File: config.mk
export PLATFORM = sky130hd
export DESIGN_NAME = xotrUnit
export DESIGN_NICKNAME = d
export VERILOG_FILES = /design/src/source/xotrPkg.sv /design/src/source/imDecoder.sv /design/src/source/transferDecoder.sv /design/src/source/xotrControl.sv /design/src/source/xotrDecoder.sv /design/src/source/xotrUnit.sv
export VERILOG_INCLUDE_DIRS = /design/src /design/src/source
export SDC_FILE = /design/constraint.sdc
export NUM_CORES = 1
export LEC_CHECK = 0
export BUFFER_PORTS_ARGS = -buffer_cell sky130_fd_sc_hd__buf_2
export CAP_MARGIN = 20
export CELL_PAD_IN_SITES_DETAIL_PLACEMENT = 2
export CELL_PAD_IN_SITES_GLOBAL_PLACEMENT = 2
export CORE_ASPECT_RATIO = 1.75
export CORE_MARGIN = 5
export CORE_UTILIZATION = 25
export DETAILED_ROUTE_END_ITERATION = 10
export PLACE_DENSITY_LB_ADDON = 0.3
export SLEW_MARGIN = 25
export SYNTH_ARGS = -nofsm -noshare
export SYNTH_HDL_FRONTEND = slang
export SYNTH_HIERARCHICAL = 1
export SYNTH_SLANG_ARGS = --single-unit
File: constraint.sdc
create_clock -name clk -period 2.5 [get_ports clk]
set_input_delay 0.5 -clock clk [delete_from_list [all_inputs] [get_ports clk]]
set_output_delay 0.5 -clock clk [all_outputs]
set_load 0.01 [all_outputs]
File: src/source/xotr_settings.svh
// Width and step limit macros for the 01xxx11x decoder, included by the package and RTL
`ifndef XOTR_SETTINGS_SVH
`define XOTR_SETTINGS_SVH

// Step number width, matches the CPU step counter
`define XOTR_STEP_WIDTH 5

// Second byte after the extended prefix
`define XOTR_OPCODE_WIDTH 8

// RRD and RLD are the longest at six steps
`define XOTR_MAX_STEPS 6

`endif

File: src/source/xotrPkg.sv
// Opcode, step and interrupt mode types, imported by the 01xxx11x RTL and its testbench
package xotrPkg;

`include "xotr_settings.svh"

    // Opcode byte that follows the extended prefix
    typedef logic [`XOTR_OPCODE_WIDTH-1:0] opcode_t;

    // Step within the running instruction, 0 is the first
    typedef logic [`XOTR_STEP_WIDTH-1:0] xptStep_t;

    // Interrupt mode as set by IM 0, IM 1 and IM 2
    typedef enum logic [1:0] {
        IM0 = 2'd0,
        IM1 = 2'd1,
        IM2 = 2'd2
    } intMode_t;

endpackage

File: src/source/imDecoder.sv
// Step decoder for the IM 0/1/2 opcodes (01xxx110), instantiated by xotrDecoder
`timescale 1ns/1ns

module imDecoder import xotrPkg::*; (
    input  logic     enable,
    input  xptStep_t xpt,
    input  opcode_t  source,
    output logic     PR_Reset_XPT,
    output logic     P2_Set_CM1,
    output logic     P2_Reset_XOTR,
    output logic     Pa_Ophd,
    output logic     P2_IM0,
    output logic     P2_IM1,
    output logic     P2_IM2
);

    logic firstStep;

    // Single step instructions
    assign firstStep = enable && (xpt == '0);

    // 00 and 01 both select mode 0
    assign P2_IM0 = firstStep && !source[4];
    assign P2_IM1 = firstStep && (source[4:3] == 2'b10);
    assign P2_IM2 = firstStep && (source[4:3] == 2'b11);

    assign PR_Reset_XPT  = firstStep; // End group
    assign P2_Set_CM1    = firstStep;
    assign P2_Reset_XOTR = firstStep;
    assign Pa_Ophd       = firstStep;

    // Mode opcodes end in step 0, the sequencer must never run past it
    imStepCheck: assert final (!enable || (xpt == '0));

endmodule

File: src/source/transferDecoder.sv
// Step decoder for LD I/R/A, RRD, RLD and the NOP slots (01xxx111), used by xotrDecoder
`timescale 1ns/1ns

module transferDecoder import xotrPkg::*; (
    input  logic     enable,
    input  xptStep_t xpt,
    input  opcode_t  source,
    output logic     PR_Reset_XPT,
    output logic     P2_Set_CM1,
    output logic     P2_Reset_XOTR,
    output logic     Pa_Ophd,
    output logic     PA_Select_A_low,
    output logic     PA_NOP,
    output logic     PR_Write_I,
    output logic     PR_InvertIn,
    output logic     PR_Write_R,
    output logic     PR_Write_A,
    output logic     PF_Write_Z,
    output logic     PF_Write_PV,
    output logic     PF_Write_S,
    output logic     PF_Write_N,
    output logic     PF_Write_H,
    output logic     PF_Select_S_bit7,
    output logic     PF_Select_N_bit16,
    output logic     PF_Select_H_bit16,
    output logic     PF_Select_Z_bit19,
    output logic     PF_Select_PV_bit18,
    output logic     PA_Select_I_low,
    output logic     PA_Select_R_low,
    output logic     PC_R0,
    output logic     PC_R1,
    output logic     PC_R2,
    output logic     PR_Write_Dt,
    output logic     PA_Select_Dt_high,
    output logic     PF_Select_Z_bit24,
    output logic     PF_Select_PV_bit27,
    output logic     PC_W0,
    output logic     PC_W1,
    output logic     PC_W2,
    output logic     PI_SelectDt_Dt,
    output logic     PI_SelectAd_HL,
    output logic     PA_RRD,
    output logic     PA_RLD
);

    logic [2:0] op;
    logic [5:0] atStep;
    logic       ldToSpecial;
    logic       ldFromSpecial;
    logic       rotate;
    logic       nop;
    logic       flagLoad;
    logic       flagRotate;
    logic       lastStep;

    assign op = source[5:3];

    // One line per step, all low while disabled
    always_comb begin
        for (int i = 0; i < 6; i++) begin
            atStep[i] = enable && (xpt == xptStep_t'(i));
        end
    end

    assign ldToSpecial   = (op[2:1] == 2'b00); // LD I,A and LD R,A
    assign ldFromSpecial = (op[2:1] == 2'b01); // LD A,I and LD A,R
    assign rotate        = (op[2:1] == 2'b10); // RRD, RLD
    assign nop           = (op[2:1] == 2'b11);

    assign PA_Select_A_low = atStep[0] && ldToSpecial;
    assign PR_Write_I      = atStep[0] && ldToSpecial && !op[0];
    assign PR_Write_R      = atStep[0] && ldToSpecial && op[0];
    assign PA_Select_I_low = atStep[0] && ldFromSpecial && !op[0];
    assign PA_Select_R_low = atStep[0] && ldFromSpecial && op[0];
    assign PA_NOP          = atStep[0] && nop;
    assign PR_InvertIn     = 1'b0; // Never needed in this group

    // Memory read of (HL) into the temp register
    assign PI_SelectAd_HL = atStep[0] && rotate;
    assign PC_R0          = atStep[0] && rotate;
    assign PC_R1          = atStep[1] && rotate;
    assign PC_R2          = atStep[2] && rotate;
    assign PR_Write_Dt    = atStep[2] && rotate;
    assign PI_SelectDt_Dt = atStep[2] && rotate;

    // Nibble swap, then write back
    assign PA_RRD            = atStep[3] && rotate && !op[0];
    assign PA_RLD            = atStep[3] && rotate && op[0];
    assign PA_Select_Dt_high = atStep[3] && rotate;
    assign PC_W0             = atStep[3] && rotate;
    assign PC_W1             = atStep[4] && rotate;
    assign PC_W2             = atStep[5] && rotate;

    assign PR_Write_A = (atStep[0] && ldFromSpecial) || (atStep[3] && rotate);

    assign flagLoad   = atStep[0] && ldFromSpecial;
    assign flagRotate = atStep[5] && rotate;

    assign PF_Write_Z       = flagLoad || flagRotate;
    assign PF_Write_PV      = flagLoad || flagRotate;
    assign PF_Write_S       = flagLoad || flagRotate;
    assign PF_Write_N       = flagLoad || flagRotate;
    assign PF_Write_H       = flagLoad || flagRotate;
    assign PF_Select_S_bit7 = flagLoad || flagRotate;

    // PV from IFF2 on LD A,I/R
    assign PF_Select_Z_bit19  = flagLoad;
    assign PF_Select_PV_bit18 = flagLoad;
    assign PF_Select_N_bit16  = flagLoad;
    assign PF_Select_H_bit16  = flagLoad;
    assign PF_Select_Z_bit24  = flagRotate;
    assign PF_Select_PV_bit27 = flagRotate;

    assign lastStep = rotate ? atStep[5] : atStep[0];

    assign PR_Reset_XPT  = lastStep;
    assign P2_Set_CM1    = lastStep;
    assign P2_Reset_XOTR = lastStep;
    assign Pa_Ophd       = lastStep;

    // Sequencer stops at the last step, so no step beyond it ever comes here
    stepRangeCheck: assert final (!enable || (xpt <= (rotate ? 5 : 0)));

endmodule

File: src/source/xotrControl.sv
// Opcode latch, step counter and interrupt mode register for the 01xxx11x group
`timescale 1ns/1ns

`include "xotr_settings.svh"

module xotrControl import xotrPkg::*; (
    input  logic     clk,
    input  logic     rst,
    input  logic     start,
    input  opcode_t  opcode,
    input  logic     endXpt,
    input  logic     P2_IM0,
    input  logic     P2_IM1,
    input  logic     P2_IM2,
    output logic     enable,
    output logic     busy,
    output logic     done,
    output logic     rejected,
    output opcode_t  source,
    output xptStep_t xpt,
    output intMode_t intMode
);

    logic inGroup;
    logic accept;

    // 01xxx11x only
    assign inGroup = (opcode[7:6] == 2'b01) && (opcode[2:1] == 2'b11);
    assign accept  = start && !busy;

    assign enable = busy;

    always_ff @(posedge clk) begin
        if (rst) begin
            busy     <= 1'b0;
            done     <= 1'b0;
            rejected <= 1'b0;
            xpt      <= '0;
        end else begin
            done     <= busy && endXpt;
            rejected <= accept && !inGroup;
            if (busy) begin
                if (endXpt) begin
                    busy <= 1'b0;
                    xpt  <= '0;
                end else begin
                    xpt <= xpt + 1'b1;
                end
            end else if (accept && inGroup) begin
                busy <= 1'b1; // Step 0 next cycle
            end
        end
    end

    always_ff @(posedge clk) begin
        if (accept && inGroup) begin
            source <= opcode;
        end
    end

    always_ff @(posedge clk) begin
        if (rst) begin
            intMode <= IM0;
        end else if (P2_IM2) begin
            intMode <= IM2;
        end else if (P2_IM1) begin
            intMode <= IM1;
        end else if (P2_IM0) begin
            intMode <= IM0;
        end
    end

    // Decoder must end every instruction before the counter runs past the longest one
    stepLimit: assert property (@(posedge clk) disable iff (rst)
        xpt < `XOTR_MAX_STEPS);

endmodule

File: src/source/xotrDecoder.sv
// Decoder for the whole 01xxx11x group, splits on bit 0 and merges the end strobes
`timescale 1ns/1ns

module xotrDecoder import xotrPkg::*; (
    input  logic     enable,
    input  xptStep_t xpt,
    input  opcode_t  source,
    output logic     PR_Reset_XPT,
    output logic     P2_Set_CM1,
    output logic     P2_Reset_XOTR,
    output logic     Pa_Ophd,
    output logic     P2_IM0,
    output logic     P2_IM1,
    output logic     P2_IM2,
    output logic     PA_Select_A_low,
    output logic     PA_NOP,
    output logic     PR_Write_I,
    output logic     PR_InvertIn,
    output logic     PR_Write_R,
    output logic     PR_Write_A,
    output logic     PF_Write_Z,
    output logic     PF_Write_PV,
    output logic     PF_Write_S,
    output logic     PF_Write_N,
    output logic     PF_Write_H,
    output logic     PF_Select_S_bit7,
    output logic     PF_Select_N_bit16,
    output logic     PF_Select_H_bit16,
    output logic     PF_Select_Z_bit19,
    output logic     PF_Select_PV_bit18,
    output logic     PA_Select_I_low,
    output logic     PA_Select_R_low,
    output logic     PC_R0,
    output logic     PC_R1,
    output logic     PC_R2,
    output logic     PR_Write_Dt,
    output logic     PA_Select_Dt_high,
    output logic     PF_Select_Z_bit24,
    output logic     PF_Select_PV_bit27,
    output logic     PC_W0,
    output logic     PC_W1,
    output logic     PC_W2,
    output logic     PI_SelectDt_Dt,
    output logic     PI_SelectAd_HL,
    output logic     PA_RRD,
    output logic     PA_RLD
);

    logic       imEnable;
    logic       transferEnable;
    logic [3:0] imEnd;
    logic [3:0] transferEnd;

    // Bit 0 picks 01xxx110 or 01xxx111
    assign imEnable       = enable && !source[0];
    assign transferEnable = enable && source[0];

    imDecoder uIm (
        .enable        (imEnable),
        .PR_Reset_XPT  (imEnd[0]),
        .P2_Set_CM1    (imEnd[1]),
        .P2_Reset_XOTR (imEnd[2]),
        .Pa_Ophd       (imEnd[3]),
        .*
    );

    transferDecoder uTransfer (
        .enable        (transferEnable),
        .PR_Reset_XPT  (transferEnd[0]),
        .P2_Set_CM1    (transferEnd[1]),
        .P2_Reset_XOTR (transferEnd[2]),
        .Pa_Ophd       (transferEnd[3]),
        .*
    );

    assign PR_Reset_XPT  = (|imEnd) || (|transferEnd);
    assign P2_Set_CM1    = PR_Reset_XPT;
    assign P2_Reset_XOTR = PR_Reset_XPT;
    assign Pa_Ophd       = PR_Reset_XPT;

endmodule

File: src/source/xotrUnit.sv
// Top level of the 01xxx11x execution decoder, connects the sequencer to the group decoder
`timescale 1ns/1ns

module xotrUnit import xotrPkg::*; (
    input  logic     clk,
    input  logic     rst,
    input  logic     start,
    input  opcode_t  opcode,
    output logic     busy,
    output logic     done,
    output logic     rejected,
    output intMode_t intMode,
    output logic     PR_Reset_XPT,
    output logic     P2_Set_CM1,
    output logic     P2_Reset_XOTR,
    output logic     Pa_Ophd,
    output logic     P2_IM0,
    output logic     P2_IM1,
    output logic     P2_IM2,
    output logic     PA_Select_A_low,
    output logic     PA_NOP,
    output logic     PR_Write_I,
    output logic     PR_InvertIn,
    output logic     PR_Write_R,
    output logic     PR_Write_A,
    output logic     PF_Write_Z,
    output logic     PF_Write_PV,
    output logic     PF_Write_S,
    output logic     PF_Write_N,
    output logic     PF_Write_H,
    output logic     PF_Select_S_bit7,
    output logic     PF_Select_N_bit16,
    output logic     PF_Select_H_bit16,
    output logic     PF_Select_Z_bit19,
    output logic     PF_Select_PV_bit18,
    output logic     PA_Select_I_low,
    output logic     PA_Select_R_low,
    output logic     PC_R0,
    output logic     PC_R1,
    output logic     PC_R2,
    output logic     PR_Write_Dt,
    output logic     PA_Select_Dt_high,
    output logic     PF_Select_Z_bit24,
    output logic     PF_Select_PV_bit27,
    output logic     PC_W0,
    output logic     PC_W1,
    output logic     PC_W2,
    output logic     PI_SelectDt_Dt,
    output logic     PI_SelectAd_HL,
    output logic     PA_RRD,
    output logic     PA_RLD
);

    logic     enable;
    opcode_t  source;
    xptStep_t xpt;

    xotrControl uControl (
        .endXpt (PR_Reset_XPT),
        .*
    );

    // Strobes go straight out by name
    xotrDecoder uDecoder (
        .*
    );

endmodule

==> results.json <==
{
  "outcome": "finished, final reports clean",
  "hpwl_mm": 2.493,
  "rows": 30,
  "cts_made_buffers": 3,
  "critical_path.top_delay_family": "simple AND/OR/NAND/NOR gates",
  "place_congestion": 0.7402,
  "clockRootBuffer": "clkbuf_8",
  "clock_latency_ps": 250,
  "grt_max_degree": 14,
  "period_share_pct": 97.96,
  "numPortBuffers": 53,
  "switching_share_pct": 22.93,
  "seqPwrFrac_pct": 50.2,
  "path_class": "reg2out",
  "path_cells": "and2_4, or4b_4, or3_4, nor4b_4, buf_2",
  "cp_slowest_stage_delay_ps": 460,
  "maxSlewViolCount": 0,
  "p_per_area_nw_per_um2": 364.3,
  "cts_tree": "done",
  "path_buf_inv": 1,
  "critPathRequiredTime_ps": 2000,
  "viasPerCell": 4.650,
  "core_area_um2": 3904,
  "dr.first_iter.drc_count": 13,
  "max_clock_freq_mhz": 408.3,
  "fin_nets": 165,
  "die_area_um2": 5442,
  "drive_gt1_share_pct": 54.61,
  "cap_violations": 0,
  "cts.sinks": 14,
  "slowest_stage": "or4b_4",
  "fin_crit_ps": 2449,
  "dr_total_vias": 930,
  "timing.final.ws_setup_ps": 51.11,
  "io_pins": 55,
  "min_path_type": "in2reg",
  "hold_violations": 0,
  "pwr-share-comb_pct": 9.2,
  "cp.arrival_ps": 1950,
  "rsz0062_at_grt": "yes",
  "dr.pass1.iters": 3,
  "skew_ps": 1.339,
  "diodes": 0,
  "post_cts_buffers": 0,
  "cts_buffer_depth": 2,
  "utilization_pct": 33.33,
  "power_uw": 474.0,
  "crit_fanout": 4,
  "grt_antenna_before_repair": 0,
  "tns_ps": 0,
  "ant_nets": 0,
  "fin_area_um2": 1301,
  "cp-start-kind": "flop",
  "p_int_uw": 365.3,
  "track_usage_pct": 11.53,
  "leakage_nw": 0.6201,
  "clkPwrFrac_pct": 40.6,
  "start_util_pct": 25.77,
  "synth_nets": 130,
  "routed_wl_mm": 3.065,
  "path_clk_slew_ps": 60,
  "instances_no_fill": 200,
  "drc_errors": 0,
  "fp.dieH_um": 93.92,
  "pre_cts_slack_ps": 186.3,
  "end_kind": "output pin",
  "p_sw_uw": 108.7,
  "placed_area_um2": 1177,
  "timing.hold.ws_ps": 422.9,
  "avgSynthCellArea_um2": 8.525,
  "grt_pass1_wl_mm": 4.830,
  "syn_inst": 118,
  "dp_cells": 196,
  "grt_pass1_vias": 1018,
  "syn_area_um2": 1006,
  "area_delta_synth_final_pct": 29.35,
  "wl_per_cell_um": 15.33,
  "setup_viol": 0,
  "yosys_warnings": 6,
  "overflow": 0,
  "vdd.ir_drop.worst_mv": 0.3250,
  "h-tree-depth": 1,
  "die_x_um": 57.95
}
## path summary, 6_finish.rpt
kind	end	cells after the start	slack, ps	startpoint
worst max register to register	uControl/xpt[4]$_SDFFE_PP0P_	8	460	uControl/source[5]$_DFFE_PP_
worst max-delay path	PR_Write_R	5	50	uControl/busy$_SDFF_PP0_
worst min-delay path	uControl/source[0]$_DFFE_PP_	1	420	opcode[0]
worst min register to register	uControl/intMode[1]$_SDFFE_PP0P_	2	510	uControl/intMode[1]$_SDFFE_PP0P_
## timing repair
action	CTS	global route
setup endpoints to repair	12	16
resized for setup	8	9
hold buffers	0	0
pin swaps	1	0
gates cloned	0	0
## power by group through the flow
stage          clock, mW  combinational [mW]  sequential, mW
5_1_grt            0.210              0.0480           0.238
3_5_place_dp           0              0.0430           0.243
2_1_floorplan          0              0.0286           0.243
3_3_place_gp           0              0.0414           0.243
6_report           0.192              0.0436           0.238
4_1_cts            0.205              0.0437           0.238
## final cells by class
cell class | instances | area, um^2
clock inverter | 1 | 3.754
multi-input combinational | 71 | 540.5
clock buffer | 3 | 41.29
sequential | 14 | 322.8
timing repair buffer | 61 | 325.3
inverter | 2 | 7.507
tap | 48 | 60.06
fill | 462 | 2603
## layer usage
metal | GRT usage, % | wire length, um | vias to the layer above
met5 | 0 | 0 | -
met4 | 6.383 | 70 | 0
met2 | 23.49 | 1762 | 39
met3 | 2.201 | 230 | 5
met1 | 9.710 | 1002 | 432
li1 | - | - | 454
## worst register-to-register path, cell delays in order, from the launching register on
cell and delay (ps):
edfxtp_1 540, nand2b_1 190, nand2_1 130, a21oi_2 80, nor4_1 290, nand2_1 160, buf_4 170, and2_2 220
nor3_1 180
## cells in the final DEF (no fill, tap or decap), types with 2 or more instances in the layout
master	n
nor3_1	8
or4b_4	3
nor2b_1	2
nor2_1	8
buf_4	8
nand2b_1	4
nor3b_2	2
clkbuf_8	3
xor2_1	3
nor4_2	3
nor4b_4	2
a21oi_1	6
nand3b_1	3
nor4_1	3
dfxtp_2	2
buf_2	53
nand2_1	5
edfxtp_1	4
nand4b_1	2
inv_1	2
and2_1	2
dfxtp_1	8
nand4_1	2
## flip-flops by register name, indices dropped and copies added (netlist names)
name / count
uControl/source: 4
uControl/intMode: 2
uControl/xpt: 5
uControl/rejected: 1
uControl/done: 1
uControl/busy: 1
(Power assumes the default switching activity.)
